[src/common/rv_pkg.sv]
package rv_pkg;

    parameter int XLEN = 64;

    typedef logic [XLEN-1:0] xlen_t;
    typedef logic [31:0]     instr_t;
    typedef logic [4:0]      reg_idx_t;
    typedef logic [11:0]     csr_addr_t;
    typedef logic [1:0]      priv_t;

    // Major opcodes of the RV64I base set that decode cares about.
    parameter logic [6:0] OP_LOAD   = 7'b0000011;
    parameter logic [6:0] OP_STORE  = 7'b0100011;
    parameter logic [6:0] OP_BRANCH = 7'b1100011;
    parameter logic [6:0] OP_JALR   = 7'b1100111;
    parameter logic [6:0] OP_LUI    = 7'b0110111;
    parameter logic [6:0] OP_AUIPC  = 7'b0010111;
    parameter logic [6:0] OP_IMM    = 7'b0010011;
    parameter logic [6:0] OP_IMM32  = 7'b0011011;
    parameter logic [6:0] OP_SYSTEM = 7'b1110011;

    parameter csr_addr_t CSR_MSTATUS  = 12'h300;
    parameter csr_addr_t CSR_MTVEC    = 12'h305;
    parameter csr_addr_t CSR_MSCRATCH = 12'h340;
    parameter csr_addr_t CSR_MEPC     = 12'h341;
    parameter csr_addr_t CSR_MCAUSE   = 12'h342;

    parameter priv_t PRIV_M = 2'd3;

    typedef struct packed {
        reg_idx_t  rd;
        xlen_t     rf_data;
        logic      rf_we;
        csr_addr_t csr_addr;
        xlen_t     csr_data;
        logic      csr_we;
        logic      trap;
        xlen_t     cause;
        xlen_t     trap_pc;
    } wb_bus_t;

    typedef struct packed {
        instr_t exe_ir;
        instr_t mem_ir;
        xlen_t  mem_alu_result;
        xlen_t  wb_alu_result;
        xlen_t  wb_mem_result;
    } fwd_bus_t;

    typedef struct packed {
        logic   valid;
        xlen_t  npc;
        instr_t ir;
        xlen_t  alu_one;
        xlen_t  alu_two;
        xlen_t  store_data;
        xlen_t  csr_rdata;
        logic   ecall;
    } exe_bus_t;

endpackage

[src/decode/operand_forward.sv]
module operand_forward (
    input  rv_pkg::instr_t   ir,
    input  rv_pkg::fwd_bus_t fwd,
    input  rv_pkg::xlen_t    rf_rs1,
    input  rv_pkg::xlen_t    rf_rs2,
    output rv_pkg::xlen_t    op1,
    output rv_pkg::xlen_t    op2
);

    import rv_pkg::*;

    // Picks the newest in-flight result for one source register.
    function automatic xlen_t bypass(
        input reg_idx_t src,
        input xlen_t    rf_val,
        input fwd_bus_t bus
    );
        logic exe_hit;
        logic mem_hit;
        exe_hit = !bus.exe_ir[6] && (bus.exe_ir[11:7] == src) && (src != 5'd0);
        mem_hit = !bus.mem_ir[6] && (bus.mem_ir[11:7] == src) && (src != 5'd0);
        if (exe_hit && bus.exe_ir[4]) begin
            return bus.mem_alu_result;
        end else if (mem_hit && bus.mem_ir[4]) begin
            return bus.wb_alu_result;
        end else if (mem_hit) begin
            // A load in memory has its data one stage later.
            return bus.wb_mem_result;
        end
        return rf_val;
    endfunction

    assign op1 = bypass(ir[19:15], rf_rs1, fwd);
    assign op2 = bypass(ir[24:20], rf_rs2, fwd);

endmodule

[config.mk]
export PLATFORM = sky130hd
export DESIGN_NAME = operand_forward
export DESIGN_NICKNAME = d
export VERILOG_FILES = /design/src/common/rv_pkg.sv /design/src/decode/operand_forward.sv
export SDC_FILE = /design/constraint.sdc
export NUM_CORES = 1
export LEC_CHECK = 0
export BUFFER_PORTS_ARGS = -buffer_cell sky130_fd_sc_hd__buf_2
export CAP_MARGIN = 25
export CORE_AREA = 2 2 212 214
export DETAILED_ROUTE_END_ITERATION = 12
export DIE_AREA = 0 0 214 216
export PLACE_DENSITY = 0.39
export SLEW_MARGIN = 5
export SYNTH_ARGS = -nofsm -noshare
export SYNTH_HDL_FRONTEND = slang
export SYNTH_SLANG_ARGS = --single-unit
[constraint.sdc]
create_clock -name vclk -period 1.7
set_clock_uncertainty 0.1 [all_clocks]
set_input_delay 0.255 -clock vclk [all_inputs]
set_output_delay 0.255 -clock vclk [all_outputs]
set_load 0.1 [all_outputs]
==> results by group <==
Run status
  – Status: complete, but fails checks
  – Failing checks: negative setup slack

Timing
  – Worst-margin pin slew: 0.2589 ns
  – RSZ-0062 raised after global routing: yes
  – Max-slew violations: 0
  – Finish-stage setup viols: 128
  – Fin. Hold Viols: 0
  – Min cycle time layout: 2.405 ns
  – FMAX: 0.4158 GHz
  – Relative slew slack: a little over 80%
  – Worst Slack Setup Final: -0.7051 ns
  – Final period util: 141.5%

Global routing
  – Global-route wire length before repair: roughly 43000 microns
  – Initial antenna violation count: 1
  – GR Overflow Total: 0
  – Tot GR Track Use: a little under an eighth
  – Vias in the first global route: 6962
  – Largest net degree at the start of global routing: 32

Layout
  – # clk buffers: 0
  – Nets: 1510
  – Area growth syn-to-layout: 265.3%
  – Share of cells above drive strength 1: 88.46%
  – Fillcell total: 4431
  – FFs & Latches: 0
  – Antenna diode count: 0
  – Register area: 0 sq um

Run
  – MaxCap Viol Count: 0

Worst setup path
  – CP peak stage delay: 0.33 ns
  – CP Capture Type: primary output
  – Worst Path Buf+Inv: 4
  – Critical-path top delay cell: mux2i_4
  – Worst-path cell chain: buf_8, xnor2_2, nand4_1, nor4b_4, buf_4, buf_16, mux2i_4, o21ai_4, buf_12
  – WP data required: 1.34 ns
  – Crit path from: ir[19]
  – Critical path peak fanout: 20
  – Kind of cell adding the most delay to the critical path: buffers and inverters
  – Critical path arrival: a little over 2 ns
  – Startpoint type of the worst setup path: primary input
  – WS Path Type: primary input to primary output

Power and ir drop
  – PwrDens: ~330 nW/um^2
  – LEAKAGE: 5.265 nW
  – Sw Ratio: 58.57%
  – Clock power frac: 0%
  – Internal power: 0.001878 W
  – Total power draw: 0.004532 W
  – P_sw: 0.002654 W
  – Flop pwr share: 0%
  – Peak VDD IR: 0.1901 mV
  – Combinational fraction of design power: 100.0%

Floorplanning
  – Core area: around 44000 sq um
  – IO Count: 544
  – Total die area: ~46000 sq um
  – Die X: 214 microns
  – Die height: around 220 microns
  – Cell Rows: 77
  – Initial Utilization: 8.503%

Hold path
  – Worst hold start: fwd[167]
  – Worst hold path cell count: 4
  – Min-Delay Path Class: primary input to primary output
  – Hold Path End: op1[39]

Synth
  – Synthesized net count: 950
  – Syn Inst Count: 534
  – Synthesized cell area: 3727 sq um
  – Syn Area/Cell: ~7 sq um
  – Top cells by area, synth: mux2i_1 (34%), mux2_2 (19%), nand2_1 (13%), o21ai_0 (13%), o21ai_1 (4.0%)
  – Synth unique cells: 23
  – Synth top area share: 34.37%
  – Cell taking the most area after synthesis: mux2i_1
  – Synth top cells by count: nand2_1 (131), mux2i_1 (128), o21ai_0 (98), mux2_2 (64), o21ai_1 (30)
  – Most common cell in the netlist: nand2_1
  – Sequential fraction of the synthesis area: 0%
  – Syn. warnings: 0

Detailed routing
  – Via/cell ratio: roughly 3.8
  – Detailed Route WL: 29920 microns
  – DRT iter0 DRCs: 147
  – Final antenna-violating net count: 0
  – Drt drc: 0
  – Vias: 6340
  – First-pass DRT Iterations: 4
  – Routed len/inst: ~18 microns

Place
  – Final RePlAce weighted congestion: 0.9137
  – DP HPWL: 23340 microns
  – # port buffers: 472
  – Place WS: -0.7925 ns

Clock tree
  – Hold_buf cts: 0
## stage by stage
step	instances	setup TNS (ns)	instance area (sq um)	util [%]	hold WS [ns]
2_1_floorplan	534	-57.53	5704	-	0.6402
5_1_grt	1684	-90.35	13610	31.06	0.8153
3_3_place_gp	1638	-86.75	11270	25.71	0.8016
4_1_cts	1670	-76.88	12810	29.23	0.8041
6_report	1684	-78.24	13610	31.06	0.7995
3_5_place_dp	1638	-84.54	11270	25.71	0.8023
## per-layer routing
| layer | up-vias | share of wire, % | global-route usage (%) |
|---|---|---|---|
| li1 | 3054 | - | - |
| met1 | 2985 | 39 | 13.79 |
| met2 | 273 | 54 | 23.04 |
| met3 | 26 | 6.2 | 2.410 |
| met4 | 2 | 1.2 | 1.026 |
| met5 | - | 0.043 | 0 |
## cell type report
cell class	count	area, sq um	share of cell area (%)
timing repair buffer	607	6420	47.16
multi-input combinational	483	6446	47.35
tap	592	740.7	5.441
inverter	2	7.507	0.05514
## power groups by stage
| stage | Combinational (W) | Clock [W] | Sequential (W) |
|---|---|---|---|
| after global routing | 0.00468 | 0 | 0 |
| after CTS | 0.00441 | 0 | 0 |
| after detailed placement | 0.00413 | 0 | 0 |
| final | 0.00453 | 0 | 0 |
| after global placement | 0.00412 | 0 | 0 |
| after floorplan | 0.00245 | 0 | 0 |
## how the worst max path moves through the flow
stage | endpoint | slack, ns | depth (start not counted)
3_3_place_gp | op2[49] | -0.83 | 9
5_1_grt | op1[58] | -0.78 | 9
3_5_place_dp | op1[44] | -0.79 | 9
4_1_cts | op1[26] | -0.67 | 10
6_report | op1[44] | -0.71 | 9
2_1_floorplan | op1[35] | -0.71 | 6
## placed cells by master, fill, tap and decap left out
master,instances
nand2_1,105
xor2_1,3
o21ai_4,124
inv_1,1
xnor2_1,2
buf_2,326
nor3_2,2
o221ai_2,1
buf_4,52
mux2i_2,17
bufbuf_16,1
nand2_2,12
clkbuf_16,5
nand4_1,3
mux2i_1,10
xnor2_2,13
buf_6,31
nor2_1,1
nor2_2,1
nand2_4,14
buf_12,164
mux2i_4,101
nand2b_4,1
buf_16,15
inv_2,1
buf_8,13
nor4b_4,4
a221o_1,1
mux2_2,64
o21ai_2,4
## repair_timing
item,4_1_cts,5_1_grt
buffers inserted,22,11
pin swaps,26,20
endpoints found under the hold margin,0,0
gates resized for setup,214,100
gates cloned,11,6
endpoints found under the setup margin,128,128
## logic make-up after synthesis
| family | synth area share [%] |
|---|---|
| and+or+nand+nor | 15.84 |
| buffers and inverters | 8.526 |
| muxes | 53.71 |
| AOI/OAI and AO/OA | 17.69 |
| xor gates and xnor gates | 4.230 |
## tightest hold or removal path, stage by stage
cell	delay, ns
buf_2	0.10
nand2_2	0.06
o21ai_4	0.06
buf_12	0.17
(Power assumes the default switching activity.)
