`src/common/rv_pkg.sv`:
```
package rv_pkg;

    parameter int XLEN = 64;

    typedef logic [XLEN-1:0] xlen_t;
    typedef logic [31:0]     instr_t;
    typedef logic [4:0]      reg_idx_t;
    typedef logic [11:0]     csr_addr_t;
    typedef logic [1:0]      priv_t;

    // Major opcodes of the RV64I base set that decode cares about.
    parameter logic [6:0] OP_LOAD   = 7'b0000011;
    parameter logic [6:0] OP_STORE  = 7'b0100011;
    parameter logic [6:0] OP_BRANCH = 7'b1100011;
    parameter logic [6:0] OP_JALR   = 7'b1100111;
    parameter logic [6:0] OP_LUI    = 7'b0110111;
    parameter logic [6:0] OP_AUIPC  = 7'b0010111;
    parameter logic [6:0] OP_IMM    = 7'b0010011;
    parameter logic [6:0] OP_IMM32  = 7'b0011011;
    parameter logic [6:0] OP_SYSTEM = 7'b1110011;

    parameter csr_addr_t CSR_MSTATUS  = 12'h300;
    parameter csr_addr_t CSR_MTVEC    = 12'h305;
    parameter csr_addr_t CSR_MSCRATCH = 12'h340;
    parameter csr_addr_t CSR_MEPC     = 12'h341;
    parameter csr_addr_t CSR_MCAUSE   = 12'h342;

    parameter priv_t PRIV_M = 2'd3;

    typedef struct packed {
        reg_idx_t  rd;
        xlen_t     rf_data;
        logic      rf_we;
        csr_addr_t csr_addr;
        xlen_t     csr_data;
        logic      csr_we;
        logic      trap;
        xlen_t     cause;
        xlen_t     trap_pc;
    } wb_bus_t;

    typedef struct packed {
        instr_t exe_ir;
        instr_t mem_ir;
        xlen_t  mem_alu_result;
        xlen_t  wb_alu_result;
        xlen_t  wb_mem_result;
    } fwd_bus_t;

    typedef struct packed {
        logic   valid;
        xlen_t  npc;
        instr_t ir;
        xlen_t  alu_one;
        xlen_t  alu_two;
        xlen_t  store_data;
        xlen_t  csr_rdata;
        logic   ecall;
    } exe_bus_t;

endpackage

```
`src/decode/imm_gen.sv`:
```
module imm_gen (
    input  rv_pkg::instr_t ir,
    output rv_pkg::xlen_t  imm
);

    import rv_pkg::*;

    logic [6:0] opcode;
    logic [2:0] funct3;
    xlen_t      imm_i;
    xlen_t      imm_s;
    xlen_t      imm_b;
    xlen_t      imm_u;

    assign opcode = ir[6:0];
    assign funct3 = ir[14:12];

    assign imm_i = {{52{ir[31]}}, ir[31:20]};
    assign imm_s = {{52{ir[31]}}, ir[31:25], ir[11:7]};
    assign imm_b = {{51{ir[31]}}, ir[31], ir[7], ir[30:25], ir[11:8], 1'b0};
    assign imm_u = {{32{ir[31]}}, ir[31:12], 12'd0};

    always_comb begin
        case (opcode)
            OP_LOAD, OP_JALR: imm = imm_i;
            OP_STORE:         imm = imm_s;
            OP_BRANCH:        imm = imm_b;
            OP_LUI, OP_AUIPC: imm = imm_u;
            OP_IMM: begin
                // SLLI, SRLI and SRAI carry a 6-bit shamt.
                if (funct3[1:0] == 2'b01) begin
                    imm = {58'd0, ir[25:20]};
                end else begin
                    imm = imm_i;
                end
            end
            OP_IMM32: begin
                if (funct3[1:0] == 2'b01) begin
                    imm = {59'd0, ir[24:20]};
                end else begin
                    imm = imm_i;
                end
            end
            default:          imm = '0;
        endcase
    end

endmodule

```
`config.mk`:
```
export PLATFORM = sky130hd
export DESIGN_NAME = imm_gen
export DESIGN_NICKNAME = d
export VERILOG_FILES = /design/src/common/rv_pkg.sv /design/src/decode/imm_gen.sv
export SDC_FILE = /design/constraint.sdc
export NUM_CORES = 1
export LEC_CHECK = 0
export BUFFER_PORTS_ARGS = -buffer_cell sky130_fd_sc_hd__buf_4
export CORE_UTILIZATION = 35
export DETAILED_ROUTE_END_ITERATION = 6
export PLACE_DENSITY_LB_ADDON = 0.2
export REMOVE_ABC_BUFFERS = 1
export SLEW_MARGIN = 20
export SYNTH_ARGS = -nofsm -noshare
export SYNTH_HDL_FRONTEND = slang
export SYNTH_SLANG_ARGS = --single-unit
```
`constraint.sdc`:
```
create_clock -name vclk -period 8.2
set_clock_uncertainty 0.05 [all_clocks]
set_input_delay 0.82 -clock vclk [all_inputs]
set_output_delay 0.82 -clock vclk [all_outputs]
set_load 0.05 [all_outputs]
```
==> metrics, run 1 <==
Critical Path, Cell by Cell buf_4 -> nand3b_1 -> a211o_1 -> and2_1 -> a21oi_4 -> buf_4; number of buffers inserted for hold repair after clock tree synthesis 0; HP Class in2out; filler cell count in the final layout 150; WS Path Type in2out; routability congestion estimate around 0.72; routed wire length per instance around 12 um; number of setup buffers added after CTS 0; Final Hold Fails 0; area leader, netlist sky130_fd_sc_hd__buf_4; Antenna Nets Post-Route 0; areal power density over the cells between 40 and 50 nW/um^2; antenna diode instance count 0; sequential cell area 0 um^2; area post-placement 1190 um^2; Hold Path Stages 3; hold path startpoint ir[17]; Worst Setup SP ir[3]; f_max roughly 270 MHz; Floorplan Core Area approximately 1800 um^2; sequential cell count 0; Congestion Overflow GR 0; dominant combinational cell family by area after synthesis buffers and inverters; critical path peak fanout 33; power share of the clock group 0%; Mapped Cells between 90 and 100; Crit path arrival time 2.81 ns; Post-layout nets 188; internal power of the cells slightly above 0.02 mW; portion of the post-synthesis area used by sequential elements 0%; global-route track usage on met3 under 10%; slew at the pin closest to its max-slew limit approximately 0.70 ns; die width ~46 um; cell with the most instances after synthesis sky130_fd_sc_hd__buf_4; number of global-route vias before repair roughly 700; cell area after synthesis 688 um^2; met1 Use GR 20.9%; post-place setup slack 4.17 ns; final routed DRC violation total 0; via count 837; Worst Slack Setup Final approximately 4.5 ns; global-route wire length before repair ~2.8 mm; minimum hold slack approximately 1.9 ns; DP HPWL 1.87 mm; Flop pwr share 0%; overall fraction of global-route tracks in use between 10% and 20%; Slew Limit Fails 0; share of synthesized area spent on multiplexers 0%; Slew HR between 50 and 60%; crit path capture type output port; Tcrit/Tclk final ~45%; RSZ-0062 raised after global routing false; Ys Warns 0; fin area approximately 1200 um^2; buffering stage count on the worst path with inverters included 2; cell type group with the largest total delay on the critical path compound AO/OA/AOI/OAI gates; top-area cell type share of the netlist area 34.9%; end-of-flow core utilization between 60% and 70%; busiest metal layer after global routing met2; CP max-delay cell sky130_fd_sc_hd__a21oi_4; synth top area cells sky130_fd_sc_hd__buf_4, sky130_fd_sc_hd__a21o_2, sky130_fd_sc_hd__a21o_1, sky130_fd_sc_hd__a22o_1, sky130_fd_sc_hd__nor2b_1; clk_buf instances 0; initial standard-cell utilization of the core 38.6%; post-route minimum period 3.68 ns; Worst EP required 7.33 ns; fraction of the mapped netlist area in compound gates 40.5%; die span in y between 40 and 50 um; mean instance size in the synthesized netlist approximately 7.4 um^2; setup tns final 0 ns; Finish-stage setup viols 0; switch share between 60 and 70%; first-iteration detailed-routing DRC count 9; adder-cell area share of the yosys netlist 0%; result of the run complete, no violations; power dissipated by switching net loads roughly 0.033 mW; delay of the slowest cell on the worst path 0.61 ns; maximum vdd ir drop between 0.03 and 0.04 mV; top cell types by occurrence after synthesis sky130_fd_sc_hd__buf_4, sky130_fd_sc_hd__a21o_1, sky130_fd_sc_hd__a21o_2; sink of the worst hold path imm[17]; leakage power total between 0.7 and 0.8 nW; antenna violations before repair 0; number of gates resized after CTS 0; DRT Pass-1 Iters 3; via-per-instance ratio about 4.7; pin count of the biggest net entering global routing 34; routing usage on met2 33.1%; Boundary Pins 96; distinct cell type count after synthesis 25; combinational power share 100.0%; layout cells sized above 1 ~70%; synthesis-to-layout area growth 73.5%; Placement Rows 15; post-synthesis simple-gate area fraction around 18%; DIE AREA ~2100 um^2; max-cap check violation count 0; Port-buffer cells between 90 and 100; type of element launching the critical path input pin; most used cell along the critical path sky130_fd_sc_hd__buf_4; xor and xnor area share after synthesis 0%; total wire length after detailed routing 2.23 mm
-- tightest hold or removal path, stage by stage --
cell	delay, ns
sky130_fd_sc_hd__buf_4	0.08
sky130_fd_sc_hd__a21o_1	0.09
sky130_fd_sc_hd__buf_4	0.18
-- power by group through the flow --
stage | sequential, mW | clock [mW] | combinational (mW)
6_report | 0 | 0 | 0.0535
5_1_grt | 0 | 0 | 0.0561
4_1_cts | 0 | 0 | 0.0536
3_5_place_dp | 0 | 0 | 0.0534
3_3_place_gp | 0 | 0 | 0.0528
2_1_floorplan | 0 | 0 | 0.0287
-- metal layers --
| layer | vias to the layer above | share of wire [%] |
|---|---|---|
| met5 | - | 0 |
| met1 | 377 | 39 |
| met4 | 0 | 0 |
| met2 | 40 | 54 |
| met3 | 0 | 7.2 |
| li1 | 420 | - |
-- cell usage in the layout (no fill, tap or decap), types with 2 or more instances in the layout --
| cell type | count |
|---|---|
| sky130_fd_sc_hd__a21o_1 | 10 |
| sky130_fd_sc_hd__nand3_1 | 2 |
| sky130_fd_sc_hd__nand2_1 | 3 |
| sky130_fd_sc_hd__a21o_2 | 9 |
| sky130_fd_sc_hd__nor3_1 | 3 |
| sky130_fd_sc_hd__buf_4 | 97 |
| sky130_fd_sc_hd__nor2b_1 | 5 |
| sky130_fd_sc_hd__a21oi_4 | 2 |
| sky130_fd_sc_hd__a22o_1 | 5 |
| sky130_fd_sc_hd__inv_1 | 4 |
| sky130_fd_sc_hd__o2111ai_1 | 2 |
-- final cells by class --
class              count  area (um^2)  area share [%]
repair buffers        97          728            61.0
inverters              4         15.0            1.26
multi-input cells     53          419            35.1
well taps             25         31.3            2.62
-- cell families (layout without fill, tap and decap cells) --
group	count (synthesis)	in the layout
buffers and inverters	40	101
AOI/OAI and AO/OA	33	33
and+or+nand+nor	20	20
-- worst max path at each step --
stage,end,slack (ns),cells after the start
after floorplan,imm[31],-18.17,4
after global placement,imm[43],4.31,6
after detailed placement,imm[59],4.17,6
after CTS,imm[59],4.14,6
after global routing,imm[34],4.38,6
final,imm[59],4.52,6
-- through the flow --
step	instances	power (mW)
2_1_floorplan	57	0.0287
3_3_place_gp	179	0.0528
3_5_place_dp	179	0.0534
4_1_cts	179	0.0536
5_1_grt	179	0.0561
6_report	179	0.0535
(Power assumes the default switching activity.)
==> run 2: changes to the inputs <==
--- a/config.mk
+++ b/config.mk
@@ -5,8 +5,9 @@
 export SDC_FILE = /design/constraint.sdc
 export NUM_CORES = 1
 export LEC_CHECK = 0
+export ABC_AREA = 1
 export BUFFER_PORTS_ARGS = -buffer_cell sky130_fd_sc_hd__buf_4
-export CORE_UTILIZATION = 35
+export CORE_UTILIZATION = 38
 export DETAILED_ROUTE_END_ITERATION = 6
 export PLACE_DENSITY_LB_ADDON = 0.2
 export REMOVE_ABC_BUFFERS = 1
==> constraint.sdc (replaced) <==
create_clock -name vclk -period 3.28
set_clock_uncertainty 0.05 [all_clocks]
set_input_delay 0.328 -clock vclk [all_inputs]
set_output_delay 0.328 -clock vclk [all_outputs]
set_load 0.05 [all_outputs]
==> run 2 against run 1 <==
  * Area after synthesis increased by 83%
  * Design area grew 47%
  * Via count rose by 95%
  * Sequential share of layout area unchanged
  * First-iteration DRC count increased to 9.1 times the previous value
  * Combinational power rose to 3.3 times the previous value
  * Hold slack lost 0.95 ns
  * Sequential cell count is the same
  * Worst setup slack got worse by 3.7 ns
  * Core utilization shrank 10 points
  * Wire length increased by 69%
  * Critical path type unchanged
  * Synthesized cell count increased to 2.9 times the previous value
==> metrics, run 2 <==
final routed DRC violation total 0 (unchanged); maximum vdd ir drop 0.0484 mV (+59%); via count 1633 (+95%); synth top area cells sky130_fd_sc_hd__nand2_1, sky130_fd_sc_hd__buf_4, sky130_fd_sc_hd__nand3_1, sky130_fd_sc_hd__nor2_1, sky130_fd_sc_hd__inv_1; number of global-route vias before repair 1263 (+81%); leakage power total 1.26 nW (+65%); result of the run complete, no violations; Slew HR 54.2% (+1.3 points); routability congestion estimate 0.859 (+20%); DP HPWL 2.70 mm (+44%); clk_buf instances 0 (unchanged); Tcrit/Tclk final 74.5%; Slew Limit Fails 0 (unchanged); Floorplan Core Area 3100 um^2 (+74%); post-route minimum period 2.44 ns; multi-input gate area in the final layout 852 um^2 (+100%); area leader, netlist sky130_fd_sc_hd__nand2_1; synthesis-to-layout area growth 39.4%; HP Class in2out; xor and xnor area share after synthesis 0% (unchanged); fraction of the mapped netlist area in compound gates 4.38% (-36 points); Ys Warns 0 (unchanged); areal power density over the cells 100 nW/um^2 (+120%); pin count of the biggest net entering global routing 34 (unchanged); Crit path arrival time 2.07 ns (-0.74 ns); max-cap check violation count 0 (unchanged); RSZ-0062 raised after global routing false; f_max 409 MHz; global-route wire length before repair 5.56 mm (+96%); filler cell count in the final layout 352 (+130%); Hold Path Stages 4 (+1); die span in y 59.5 um (+28%); portion of the post-synthesis area used by sequential elements 0% (unchanged); routed wire length per instance 10.3 um (-17%); fin area 1750 um^2 (+47%); first-iteration detailed-routing DRC count 82 (+73); Mapped Cells 266 (+190%); mean instance size in the synthesized netlist 4.72 um^2 (-36%); slew at the pin closest to its max-slew limit 0.685 ns (-0.0192 ns); DRT Pass-1 Iters 5 (+2); number of buffers inserted for hold repair after clock tree synthesis 0 (unchanged); top-area cell type share of the netlist area 23.0% (-12 points); Final Hold Fails 0 (unchanged); most frequent cells in the layout sky130_fd_sc_hd__buf_4, sky130_fd_sc_hd__nand2_1, sky130_fd_sc_hd__nor2_1; number of gates resized after CTS 0 (unchanged); overall fraction of global-route tracks in use 19.2% (+2.2 points); Boundary Pins 96 (unchanged); critical path peak fanout 33 (unchanged); Antenna Nets Post-Route 0 (unchanged); Post-layout nets 355 (+89%); adder-cell area share of the yosys netlist 0% (unchanged); Finish-stage setup viols 0 (unchanged); sequential cell area 0 um^2 (unchanged); Worst Setup SP ir[3]; Port-buffer cells 96 (unchanged); WS Path Type in2out; crit path capture type output port; post-synthesis simple-gate area fraction 63.4% (+45 points); Final Total Pwr 0.175 mW (+230%); die width 59.5 um (+28%); most common cell after layout, fill and taps aside sky130_fd_sc_hd__buf_4; cell area after synthesis 1260 um^2 (+83%); number of setup buffers added after CTS 0 (unchanged); DIE AREA 3540 um^2 (+65%); type of element launching the critical path input pin; total wire length after detailed routing 3.77 mm (+69%); Worst EP required 2.90 ns (-4.43 ns); initial standard-cell utilization of the core 40.5% (+1.9 points); Congestion Overflow GR 0 (unchanged); antenna diode instance count 0 (unchanged); top cell types by occurrence after synthesis sky130_fd_sc_hd__nand2_1, sky130_fd_sc_hd__nor2_1, sky130_fd_sc_hd__nand3_1; Critical path destination imm[41]; layout cells sized above 1 34.9% (-37 points); antenna violations before repair 0 (unchanged); Placement Rows 20 (+5); cell with the most instances after synthesis sky130_fd_sc_hd__nand2_1; share of synthesized area spent on multiplexers 0% (unchanged); distinct cell type count after synthesis 12 (-52%); via-per-instance ratio 4.47 (-4.3%); dominant combinational cell family by area after synthesis simple AND/OR/NAND/NOR gates; sequential cell count 0 (unchanged); area post-placement 1750 um^2 (+48%); setup tns final 0 ns (unchanged)
-- run 2: how the worst min path moves through the flow --
| stage | end | from | slack [ns] |
|---|---|---|---|
| after detailed placement | imm[9] | ir[29] | 0.99 |
| after global placement | imm[6] | ir[26] | 0.99 |
| after global routing | imm[9] | ir[29] | 1.00 |
| final | imm[6] | ir[26] | 0.99 |
| after CTS | imm[9] | ir[29] | 0.99 |
| after floorplan | imm[5] | ir[25] | 0.94 |
-- run 2: cells by family after synthesis --
kind of cell / Yosys count
AO/OA/AOI/OAI: 11
AND/OR/NAND/NOR: 187
buffers and inverters: 68
-- run 2: routing by layer --
metal	vias up	track usage [%]	share of wire [%]
met3	0	0.218	4.3
met1	685	27.1	48
li1	901	-	-
met4	0	0.664	0
met5	-	0	0
met2	47	34.3	48
-- run 2: critical path, cell delays in order --
cell and delay, ns:
sky130_fd_sc_hd__buf_4 0.11, sky130_fd_sc_hd__inv_1 0.06, sky130_fd_sc_hd__nand2_1 0.08, sky130_fd_sc_hd__nor2_4 0.32, sky130_fd_sc_hd__nand2_1 0.10, sky130_fd_sc_hd__nand2_1 0.35
sky130_fd_sc_hd__o21ai_1 0.10, sky130_fd_sc_hd__nand2_1 0.07, sky130_fd_sc_hd__buf_4 0.28, sky130_fd_sc_hd__buf_4 0.26
-- run 2: metrics by stage --
stage	setup WS, ns	cells	util, %	hold slack [ns]
global placement	0.915	365	56.5	0.995
finish	0.836	365	56.5	0.993
floorplan	-9.09	219	-	0.940
global route	0.655	365	56.5	1.00
detailed placement	0.854	365	56.5	0.994
CTS	0.856	365	56.5	0.994
-- run 2: power breakdown --
group	internal, mW	total, mW	switching [mW]
Sequential	0	0	0
Clock	0	0	0
Combinational	0.0590	0.175	0.116
-- run 2: layout make-up --
type / instances / share of cell area (%)
multi-input cells: 198 / 48.6
well taps: 44 / 3.14
inverters: 21 / 4.50
repair buffers: 102 / 43.7
